`src/verilog/yuv_rgb_pkg.sv`:
```
package yuv_rgb_pkg;

	// Sample and bus widths
	localparam int BYTE_W = 8;
	localparam int WORD_W = 16;
	localparam int PIXEL_W = 24;

	// Row geometry, at least 4 pairs
	localparam int PAIRS_PER_ROW = 160;
	localparam int PAIR_IDX_W = $clog2(PAIRS_PER_ROW);

	// Input buffer depth doubles as the initial credit grant
	localparam int IN_DEPTH = 4;
	localparam int IN_PTR_W = $clog2(IN_DEPTH);
	localparam int IN_CNT_W = $clog2(IN_DEPTH + 1);

	// Sink never holds more unused credits than this
	localparam int OUT_CREDIT_MAX = 8;
	localparam int OUT_CREDIT_W = $clog2(OUT_CREDIT_MAX + 1);

	// Colour matrix, 16-bit fraction
	localparam int FRAC_W = 16;
	localparam int COEF_Y = 76284;
	localparam int COEF_RV = 104595;
	localparam int COEF_GU = -25624;
	localparam int COEF_GV = -53281;
	localparam int COEF_BU = 132251;

	// Six-tap chroma interpolation weights
	localparam int TAP_NEAR = 159;
	localparam int TAP_MID = -52;
	localparam int TAP_FAR = 21;

	localparam int Y_OFFSET = 16;
	localparam int C_OFFSET = 128;

	// Stream word, luma pair or chroma pair depending on position
	typedef union packed {
		struct packed {
			logic [BYTE_W-1:0] y_even;
			logic [BYTE_W-1:0] y_odd;
		} luma;
		struct packed {
			logic [BYTE_W-1:0] u;
			logic [BYTE_W-1:0] v;
		} chroma;
	} yuv_word_t;

endpackage

```
`src/verilog/chroma_fir.sv`:
```
module chroma_fir (
	input  logic                                Clock,
	input  logic                                resetn,
	input  logic [5:0][yuv_rgb_pkg::BYTE_W-1:0] u_taps,
	input  logic [5:0][yuv_rgb_pkg::BYTE_W-1:0] v_taps,
	input  logic [yuv_rgb_pkg::WORD_W-1:0]      y_pair,
	input  logic                                pair_step,
	output logic [yuv_rgb_pkg::BYTE_W-1:0]      u_even,
	output logic [yuv_rgb_pkg::BYTE_W-1:0]      v_even,
	output logic [yuv_rgb_pkg::BYTE_W-1:0]      u_odd,
	output logic [yuv_rgb_pkg::BYTE_W-1:0]      v_odd,
	output logic [yuv_rgb_pkg::BYTE_W-1:0]      y_even,
	output logic [yuv_rgb_pkg::BYTE_W-1:0]      y_odd,
	output logic                                pair_valid
);
	import yuv_rgb_pkg::*;

	// Odd sample sits between slots 3 and 2
	function automatic logic [BYTE_W-1:0] interp(input logic [5:0][BYTE_W-1:0] t);
		int acc;
		acc = TAP_FAR * (int'(t[5]) + int'(t[0]))
			+ TAP_MID * (int'(t[4]) + int'(t[1]))
			+ TAP_NEAR * (int'(t[3]) + int'(t[2]));
		acc = (acc + 128) >>> 8; // Weights sum to 256
		if (acc < 0)
			return '0;
		if (acc > 255)
			return '1;
		return acc[BYTE_W-1:0];
	endfunction

	always_ff @(posedge Clock or negedge resetn) begin
		if (!resetn)
			pair_valid <= 1'b0;
		else
			pair_valid <= pair_step;
	end

	// Held until the next pair, color_matrix reads them for two cycles
	always_ff @(posedge Clock) begin
		if (pair_step) begin
			u_odd <= interp(u_taps);
			v_odd <= interp(v_taps);
			u_even <= u_taps[3];
			v_even <= v_taps[3];
			y_even <= y_pair[WORD_W-1:BYTE_W];
			y_odd <= y_pair[BYTE_W-1:0];
		end
	end

endmodule

```
`src/verilog/color_matrix.sv`:
```
module color_matrix (
	input  logic                             Clock,
	input  logic                             resetn,
	input  logic [yuv_rgb_pkg::BYTE_W-1:0]   u_even,
	input  logic [yuv_rgb_pkg::BYTE_W-1:0]   v_even,
	input  logic [yuv_rgb_pkg::BYTE_W-1:0]   u_odd,
	input  logic [yuv_rgb_pkg::BYTE_W-1:0]   v_odd,
	input  logic [yuv_rgb_pkg::BYTE_W-1:0]   y_even,
	input  logic [yuv_rgb_pkg::BYTE_W-1:0]   y_odd,
	input  logic                             pair_valid,
	output logic                             out_valid,
	output logic [yuv_rgb_pkg::PIXEL_W-1:0]  out_pixel
);
	import yuv_rgb_pkg::*;

	logic odd_phase; // Second beat of the pair
	logic [BYTE_W-1:0] sel_y, sel_u, sel_v;
	logic signed [31:0] y_term, u_term, v_term;
	logic signed [31:0] r_sum, g_sum, b_sum;

	// Negative to 0, anything past the integer byte to 255
	function automatic logic [BYTE_W-1:0] clip(input logic signed [31:0] s);
		if (s < 0)
			return '0;
		if (|s[30:FRAC_W+BYTE_W])
			return '1;
		return s[FRAC_W +: BYTE_W];
	endfunction

	always_comb begin
		sel_y = pair_valid ? y_even : y_odd;
		sel_u = pair_valid ? u_even : u_odd;
		sel_v = pair_valid ? v_even : v_odd;

		y_term = COEF_Y * (int'(sel_y) - Y_OFFSET);
		u_term = int'(sel_u) - C_OFFSET;
		v_term = int'(sel_v) - C_OFFSET;

		r_sum = y_term + COEF_RV * v_term;
		g_sum = y_term + COEF_GU * u_term + COEF_GV * v_term;
		b_sum = y_term + COEF_BU * u_term;
	end

	always_ff @(posedge Clock or negedge resetn) begin
		if (!resetn) begin
			odd_phase <= 1'b0;
			out_valid <= 1'b0;
		end else begin
			odd_phase <= pair_valid;
			out_valid <= pair_valid | odd_phase;
		end
	end

	always_ff @(posedge Clock) begin
		if (pair_valid || odd_phase)
			out_pixel <= {clip(r_sum), clip(g_sum), clip(b_sum)}; // R in the top byte
	end

endmodule

```
`src/verilog/conv_ctrl.sv`:
```
module conv_ctrl (
	input  logic Clock,
	input  logic resetn,
	input  logic fifo_valid,
	output logic fifo_pop,
	input  logic out_credit,
	output logic luma_load,
	output logic chroma_step,
	output logic row_first,
	output logic flush,
	output logic pair_step
);
	import yuv_rgb_pkg::*;

	logic expect_chroma; // Next word is the chroma half of the pair
	logic [PAIR_IDX_W-1:0] pair_idx;
	logic [1:0] steps_done; // Chroma steps in this row, saturates at 3
	logic [1:0] flush_left;
	logic [1:0] cool; // Keeps pair steps three cycles apart
	logic [OUT_CREDIT_W-1:0] credits;

	logic in_flush;
	logic can_pair;
	logic chroma_pop;
	logic last_pair;
	logic take;

	assign in_flush = (flush_left != 2'd0);

	// Two output beats per pair, and the output bus must have idled
	assign can_pair = (credits >= OUT_CREDIT_W'(2)) && (cool == 2'd0);
	assign last_pair = (pair_idx == PAIR_IDX_W'(PAIRS_PER_ROW - 1));

	always_comb begin
		fifo_pop = 1'b0;
		if (!in_flush && fifo_valid) begin
			if (!expect_chroma)
				fifo_pop = 1'b1;
			else if (steps_done != 2'd3 || can_pair)
				fifo_pop = 1'b1; // Early steps only prime the window
		end
	end

	assign luma_load = fifo_pop & ~expect_chroma;
	assign chroma_pop = fifo_pop & expect_chroma;
	assign flush = in_flush & can_pair;
	assign chroma_step = chroma_pop | flush;
	assign row_first = chroma_pop & (pair_idx == '0);

	// Fourth chroma step onward centres a pair, every flush does too
	assign take = (chroma_pop && steps_done == 2'd3) || flush;

	always_ff @(posedge Clock or negedge resetn) begin
		if (!resetn) begin
			expect_chroma <= 1'b0;
			pair_idx <= '0;
			steps_done <= 2'd0;
			flush_left <= 2'd0;
			cool <= 2'd0;
			credits <= '0;
			pair_step <= 1'b0;
		end else begin
			pair_step <= take;

			if (fifo_pop)
				expect_chroma <= ~expect_chroma;

			if (chroma_pop) begin
				if (last_pair) begin
					pair_idx <= '0;
					steps_done <= 2'd0;
					flush_left <= 2'd3; // Lead-out for the last three pairs
				end else begin
					pair_idx <= pair_idx + 1'b1;
					if (steps_done != 2'd3)
						steps_done <= steps_done + 1'b1;
				end
			end

			if (flush)
				flush_left <= flush_left - 1'b1;

			if (take)
				cool <= 2'd2;
			else if (cool != 2'd0)
				cool <= cool - 1'b1;

			credits <= credits + OUT_CREDIT_W'(out_credit)
				- (take ? OUT_CREDIT_W'(2) : OUT_CREDIT_W'(0));
		end
	end

endmodule

```
`src/verilog/input_fifo.sv`:
```
module input_fifo (
	input  logic                   Clock,
	input  logic                   resetn,
	input  logic                   in_valid,
	input  yuv_rgb_pkg::yuv_word_t in_word,
	output logic                   in_credit,
	input  logic                   fifo_pop,
	output logic                   fifo_valid,
	output yuv_rgb_pkg::yuv_word_t fifo_word
);
	import yuv_rgb_pkg::*;

	yuv_word_t mem [IN_DEPTH];
	logic [IN_PTR_W-1:0] wr_ptr, rd_ptr;
	logic [IN_CNT_W-1:0] count;
	logic [IN_CNT_W-1:0] grant_left; // Initial credits still owed
	logic grant_started;

	assign fifo_valid = (count != '0);
	assign fifo_word = mem[rd_ptr];

	// A pop during the grant window only postpones the next grant
	assign in_credit = fifo_pop | (grant_started & (grant_left != '0));

	always_ff @(posedge Clock) begin
		if (in_valid)
			mem[wr_ptr] <= in_word; // Space guaranteed by the credits
	end

	always_ff @(posedge Clock or negedge resetn) begin
		if (!resetn) begin
			wr_ptr <= '0;
			rd_ptr <= '0;
			count <= '0;
			grant_left <= IN_CNT_W'(IN_DEPTH);
			grant_started <= 1'b0;
		end else begin
			grant_started <= 1'b1;
			if (grant_started && grant_left != '0 && !fifo_pop)
				grant_left <= grant_left - 1'b1;

			if (in_valid)
				wr_ptr <= (wr_ptr == IN_PTR_W'(IN_DEPTH - 1)) ? '0 : wr_ptr + 1'b1;
			if (fifo_pop)
				rd_ptr <= (rd_ptr == IN_PTR_W'(IN_DEPTH - 1)) ? '0 : rd_ptr + 1'b1;

			case ({in_valid, fifo_pop})
				2'b10: count <= count + 1'b1;
				2'b01: count <= count - 1'b1;
				default: count <= count;
			endcase
		end
	end

endmodule

```
`src/verilog/pair_window.sv`:
```
module pair_window (
	input  logic                                  Clock,
	input  logic                                  resetn,
	input  yuv_rgb_pkg::yuv_word_t                fifo_word,
	input  logic                                  luma_load,
	input  logic                                  chroma_step,
	input  logic                                  row_first,
	input  logic                                  flush,
	output logic [5:0][yuv_rgb_pkg::BYTE_W-1:0]   u_taps,
	output logic [5:0][yuv_rgb_pkg::BYTE_W-1:0]   v_taps,
	output logic [yuv_rgb_pkg::WORD_W-1:0]        y_pair
);
	import yuv_rgb_pkg::*;

	// Slot 5 oldest, slot 0 newest, slot 3 is the centred pair
	logic [5:0][BYTE_W-1:0] u_win, v_win;
	logic [3:0][WORD_W-1:0] y_dly;
	logic [WORD_W-1:0] luma_hold;

	// Row start fills the window, lead-out repeats the last sample
	function automatic logic [5:0][BYTE_W-1:0] next_window(
		input logic [5:0][BYTE_W-1:0] win,
		input logic [BYTE_W-1:0] sample,
		input logic fill,
		input logic rep
	);
		logic [BYTE_W-1:0] newest;
		newest = rep ? win[0] : sample;
		if (fill)
			return {6{sample}};
		return {win[4:0], newest};
	endfunction

	always_ff @(posedge Clock or negedge resetn) begin
		if (!resetn) begin
			u_win <= '0;
			v_win <= '0;
			y_dly <= '0;
			luma_hold <= '0;
		end else begin
			if (luma_load)
				luma_hold <= {fifo_word.luma.y_even, fifo_word.luma.y_odd};
			if (chroma_step) begin
				u_win <= next_window(u_win, fifo_word.chroma.u, row_first, flush);
				v_win <= next_window(v_win, fifo_word.chroma.v, row_first, flush);
				y_dly <= {y_dly[2:0], luma_hold}; // Stale luma shifted in on flush
			end
		end
	end

	assign u_taps = u_win;
	assign v_taps = v_win;
	assign y_pair = y_dly[3]; // Three steps behind, matches slot 3

endmodule

```
`src/verilog/yuv_rgb_top.sv`:
```
module yuv_rgb_top (
	input  logic                            Clock,
	input  logic                            resetn,
	input  logic                            in_valid,
	input  yuv_rgb_pkg::yuv_word_t          in_word,
	output logic                            in_credit,
	output logic                            out_valid,
	output logic [yuv_rgb_pkg::PIXEL_W-1:0] out_pixel,
	input  logic                            out_credit
);
	import yuv_rgb_pkg::*;

	yuv_word_t fifo_word;
	logic fifo_valid;
	logic fifo_pop;

	logic luma_load, chroma_step, row_first, flush, pair_step;

	logic [5:0][BYTE_W-1:0] u_taps, v_taps;
	logic [WORD_W-1:0] y_pair;

	logic [BYTE_W-1:0] u_even, v_even, u_odd, v_odd, y_even, y_odd;
	logic pair_valid;

	input_fifo u_input_fifo (
		.Clock      (Clock),
		.resetn     (resetn),
		.in_valid   (in_valid),
		.in_word    (in_word),
		.in_credit  (in_credit),
		.fifo_pop   (fifo_pop),
		.fifo_valid (fifo_valid),
		.fifo_word  (fifo_word)
	);

	conv_ctrl u_conv_ctrl (
		.Clock       (Clock),
		.resetn      (resetn),
		.fifo_valid  (fifo_valid),
		.fifo_pop    (fifo_pop),
		.out_credit  (out_credit),
		.luma_load   (luma_load),
		.chroma_step (chroma_step),
		.row_first   (row_first),
		.flush       (flush),
		.pair_step   (pair_step)
	);

	pair_window u_pair_window (
		.Clock       (Clock),
		.resetn      (resetn),
		.fifo_word   (fifo_word),
		.luma_load   (luma_load),
		.chroma_step (chroma_step),
		.row_first   (row_first),
		.flush       (flush),
		.u_taps      (u_taps),
		.v_taps      (v_taps),
		.y_pair      (y_pair)
	);

	chroma_fir u_chroma_fir (
		.Clock      (Clock),
		.resetn     (resetn),
		.u_taps     (u_taps),
		.v_taps     (v_taps),
		.y_pair     (y_pair),
		.pair_step  (pair_step),
		.u_even     (u_even),
		.v_even     (v_even),
		.u_odd      (u_odd),
		.v_odd      (v_odd),
		.y_even     (y_even),
		.y_odd      (y_odd),
		.pair_valid (pair_valid)
	);

	color_matrix u_color_matrix (
		.Clock      (Clock),
		.resetn     (resetn),
		.u_even     (u_even),
		.v_even     (v_even),
		.u_odd      (u_odd),
		.v_odd      (v_odd),
		.y_even     (y_even),
		.y_odd      (y_odd),
		.pair_valid (pair_valid),
		.out_valid  (out_valid),
		.out_pixel  (out_pixel)
	);

endmodule
```
`config.mk`:
```
export PLATFORM = sky130hd
export DESIGN_NAME = yuv_rgb_top
export DESIGN_NICKNAME = d
export VERILOG_FILES = /design/src/verilog/yuv_rgb_pkg.sv /design/src/verilog/chroma_fir.sv /design/src/verilog/color_matrix.sv /design/src/verilog/conv_ctrl.sv /design/src/verilog/input_fifo.sv /design/src/verilog/pair_window.sv /design/src/verilog/yuv_rgb_top.sv
export SDC_FILE = /design/constraint.sdc
export NUM_CORES = 2
export LEC_CHECK = 0
export ABC_AREA = 1
export ABC_CLOCK_PERIOD_IN_PS = 9910
export BUFFER_PORTS_ARGS = -buffer_cell sky130_fd_sc_hd__buf_2
export CORE_MARGIN = 2
export CORE_UTILIZATION = 45
export CTS_BUF_LIST = sky130_fd_sc_hd__clkbuf_16
export DETAILED_ROUTE_END_ITERATION = 10
export PLACE_DENSITY = 0.59
export SLEW_MARGIN = 30
export SYNTH_ARGS = -nofsm -noshare
export SYNTH_HDL_FRONTEND = slang
export SYNTH_SLANG_ARGS = --single-unit
```
`constraint.sdc`:
```
create_clock -name Clock -period 9.91 [get_ports Clock]
set_input_delay 0 -clock Clock [delete_from_list [all_inputs] [get_ports Clock]]
set_output_delay 0 -clock Clock [all_outputs]
set_load 0.1 [all_outputs]
```
==> impl_results.md <==
* Share of cells above drive strength 1 at 0.0551
* Root Buffer Master: clkbuf_16
* Fmax at ~110 MHz
* Vias/cell at 4.96
* H-tree depth at 2
* Syn nets at ~6000
* Worst Slack Setup Final at 0.529 ns
* Cells after synthesis at 4809
* Worst hold margin at -0.00224 ns
* GP Congestion at 0.974
* Async SR Flop Fraction at 0.607
* Antenna violations before repair at 0
* Slowest cell delay on critical path at 0.73 ns
* CTS buffer count at 41
* Starting Density at 0.452
* Via count at 30465
* Critical path startpoint category: register
* Final setup fails at 0
* Most frequent CP cell: nand2_1
* Critical path type: reg2reg
* Remaining global-route overflow at 0
* Slew headroom at 0.384
* DR DRC count at 0
* DP HPWL at 84.0 mm
* Family with the most delay on the worst path: adder cells
* Synth Area per Inst at roughly 8.6 µm²
* Final clock skew at 0.0426 ns
* Post-DRT Antenna Nets at 0
* DRT iter0 DRCs at 1558
* Routed wire length at 99.9 mm
* Clock latency on the worst-skew pair at 0.61 ns
* Post-synthesis sequential area ratio at 0.226
* Post-Synthesis Cell Area at 41300 µm²
* ANT cells at 0
* Clk buf depth at 3
* Port buffer count at 45
* Finished Core Util at 0.493
* Filler cells at 8929
* Final Critical Period at 9.38 ns
* Core area at 91200 µm²
* Worst Tran Pin Value at 0.914 ns
* Hold crit path type: in2async
* Ys Warns at 0
* Total GRT Usage at 0.218
* Clk slew on worst S/H paths at 0.06 ns
* Largest net degree at the start of global routing at 94
* Failing checks: negative hold slack
* Final net count at 6031
* Place WS at 0.0541 ns
* Buf+Inv Stages, Crit Path at 7
* Setup tns final at 0 ns
* Drt pass-1 iters at 7
* WP data required at 10.27 ns
* DIE HEIGHT at 307 µm
* Number of flops mapped to enable cells by yosys at 136
* Full die area at 94200 µm²
* First-pass GRT wire length at approximately 160 mm
* RSZ-0062 raised after global routing: no
* Fin crit share at 0.947
* Die Wd at 307 µm
* Main synth FF type: dfrtp_1
* Worst path slowest cell: xnor2_1
* DR WL/cell at 16.3 µm
* Status: finished with violations
* CTS tree: done
* Yosys cell types at 56
* Vias in the first global route at 31312
* Clk sink count at 346
* Max Slew Vio Count at 0
* Final Hold Viols at 3
* Critical Path AT at 9.75 ns
* CP max FO at 18
* CP Capture Type: register
* Row count at 111
* Area grow syn2layout at 9.04%
* IO Count at 46
* Yosys reg bits at 346
* Max-cap viol count at 0
cell usage after synthesis, types with 2 or more instances:
master        n  area [µm²]
inv_1      1112        4170
nand2_1     854        3210
ha_1        678        8480
fa_1        415        8310
a21oi_1     304        1520
nor2_1      303        1140
o21ai_0     216        1080
dfrtp_1     209        5230
edfxtp_1    136        4080
nand3_1     118         591
xor2_1       99         867
xnor2_1      47         412
o21bai_1     30         225
clkbuf_1     29         109
nor3_1       27         135
buf_2        23         115
or2_2        23         144
a31oi_1      21         131
o21a_1       16         120
a21o_1       15         113
nor4_1       15        93.8
o22ai_1      15        93.8
nand4_1      13        81.3
a31oi_2      10         125
mux2_2        8        90.1
nor2_2        8        50.1
nand3b_1      7        52.6
inv_2         6        22.5
nand2_2       6        37.5
a22oi_1       5        37.5
o211ai_1      4        30.0
a21boi_0      3        22.5
and3_1        3        18.8
buf_6         3        33.8
nand2_4       3        33.8
a211oi_1      2        15.0
and2_1        2        12.5
buf_1         2        7.51
o2111ai_1     2        17.5
layout by cell type, fill, tap and decap left out, drive strengths merged, types with 3 or more instances in the layout:
| cell type | count |
|---|---|
| nand4 | 13 |
| nor3 | 29 |
| nand3 | 118 |
| o21ai | 219 |
| a21oi | 304 |
| nor2 | 311 |
| clkinv | 10 |
| o21a | 16 |
| a22oi | 5 |
| a21o | 15 |
| nor4 | 16 |
| inv | 1132 |
| dfrtp | 209 |
| xor2 | 101 |
| o21bai | 30 |
| edfxtp | 136 |
| dlygate4sd3 | 19 |
| fa | 415 |
| buf | 104 |
| a31oi | 32 |
| nand3b | 7 |
| mux2 | 8 |
| and3 | 3 |
| nand2 | 863 |
| clkbuf | 43 |
| o211ai | 4 |
| bufinv | 8 |
| ha | 678 |
| a21boi | 3 |
| xnor2 | 47 |
| or2 | 24 |
| o22ai | 15 |
final timing paths:
kind                                                               to  cells after the start  slack (ns)                                start
max                        u_color_matrix.out_pixel[12]$_SDFFCE_PP0P_                     36        0.53    u_chroma_fir.pair_valid$_DFF_PN0_
min                              u_pair_window.v_taps[46]$_DFFE_PN0P_                      2      -0.002                               resetn
max reg2reg                u_color_matrix.out_pixel[12]$_SDFFCE_PP0P_                     36        0.53    u_chroma_fir.pair_valid$_DFF_PN0_
min reg2reg                          u_chroma_fir.y_even[1]$_DFFE_PP_                      0        0.41  u_pair_window.y_pair[9]$_DFFE_PN0P_
max in group asynchronous             u_conv_ctrl.pair_step$_DFF_PN0_                      4        7.81                               resetn
min in group Clock                   u_conv_ctrl.credits[0]$_DFF_PN0_                      3        0.16                           out_credit
timing repair:
action,in CTS,in global routing
hold buffers,19,0
gates resized for setup,0,39
endpoints found under the setup margin,0,8
endpoints found under the hold margin,164,0
buffers inserted,0,7
routing by layer:
layer / part of all wire / global-route usage / wire [µm]
met2: 0.48 / 0.381 / 48300
met1: 0.46 / 0.291 / 45800
met5: 0 / 0 / 0
met4: 0.024 / 0.0559 / 2390
met3: 0.033 / 0.0201 / 3320
state kept, by name, summed over array words and instances (netlist names), 2 cells and up:
register / flops
u_input_fifo.count: 3
u_conv_ctrl.steps_done: 2
u_conv_ctrl.credits: 4
u_input_fifo.rd_ptr: 2
u_input_fifo.mem: 64
u_pair_window.luma_hold: 16
u_chroma_fir.v_even: 8
u_chroma_fir.v_odd: 8
u_pair_window.u_taps: 48
u_input_fifo.grant_left: 3
u_conv_ctrl.cool: 2
u_pair_window.v_taps: 48
u_chroma_fir.u_even: 8
u_color_matrix.out_pixel: 24
u_pair_window.y_dly: 48
u_conv_ctrl.flush_left: 2
u_chroma_fir.y_even: 8
u_input_fifo.wr_ptr: 2
u_conv_ctrl.pair_idx: 8
u_pair_window.y_pair: 16
u_chroma_fir.u_odd: 8
u_chroma_fir.y_odd: 8
through the flow:
| step | instances | hold slack (ns) | area [µm²] |
|---|---|---|---|
| 5_1_grt | 6137 | 0.108 | 45000 |
| 2_1_floorplan | 4809 | -0.296 | 41300 |
| 3_5_place_dp | 6035 | 0.0680 | 43100 |
| 4_1_cts | 6130 | 0.0347 | 44800 |
| 6_report | 6137 | -0.00224 | 45000 |
| 3_3_place_gp | 6035 | 0.0798 | 43100 |
layout make-up:
cell class	count	area (µm²)	share of cell area
flip-flops and latches	346	9340	0.208
clock inverters	33	395	0.00879
clock buffers	43	1080	0.0239
repair buffers	123	868	0.0193
inverters	1119	4200	0.0934
well taps	1186	1480	0.0330
multi-input cells	3287	27600	0.614
cells by family (layout without fill, tap and decap cells):
group / after synthesis / in the layout / share of synthesized area
DFF: 346 / 346 / 0.226
buffers and inverters: 1176 / 1318 / 0.108
and+or+nand+nor: 1388 / 1388 / 0.137
muxes: 9 / 9 / 0.00243
xor gates and xnor gates: 148 / 148 / 0.0320
AOI/OAI and AO/OA: 648 / 648 / 0.0871
other: 1 / 1 / 0.0000909
adders and majority gates: 1093 / 1093 / 0.407
Power is left out: the tool's default activity adds up to more than one toggle a clock period on the data nets, which glitch-free logic cannot reach.
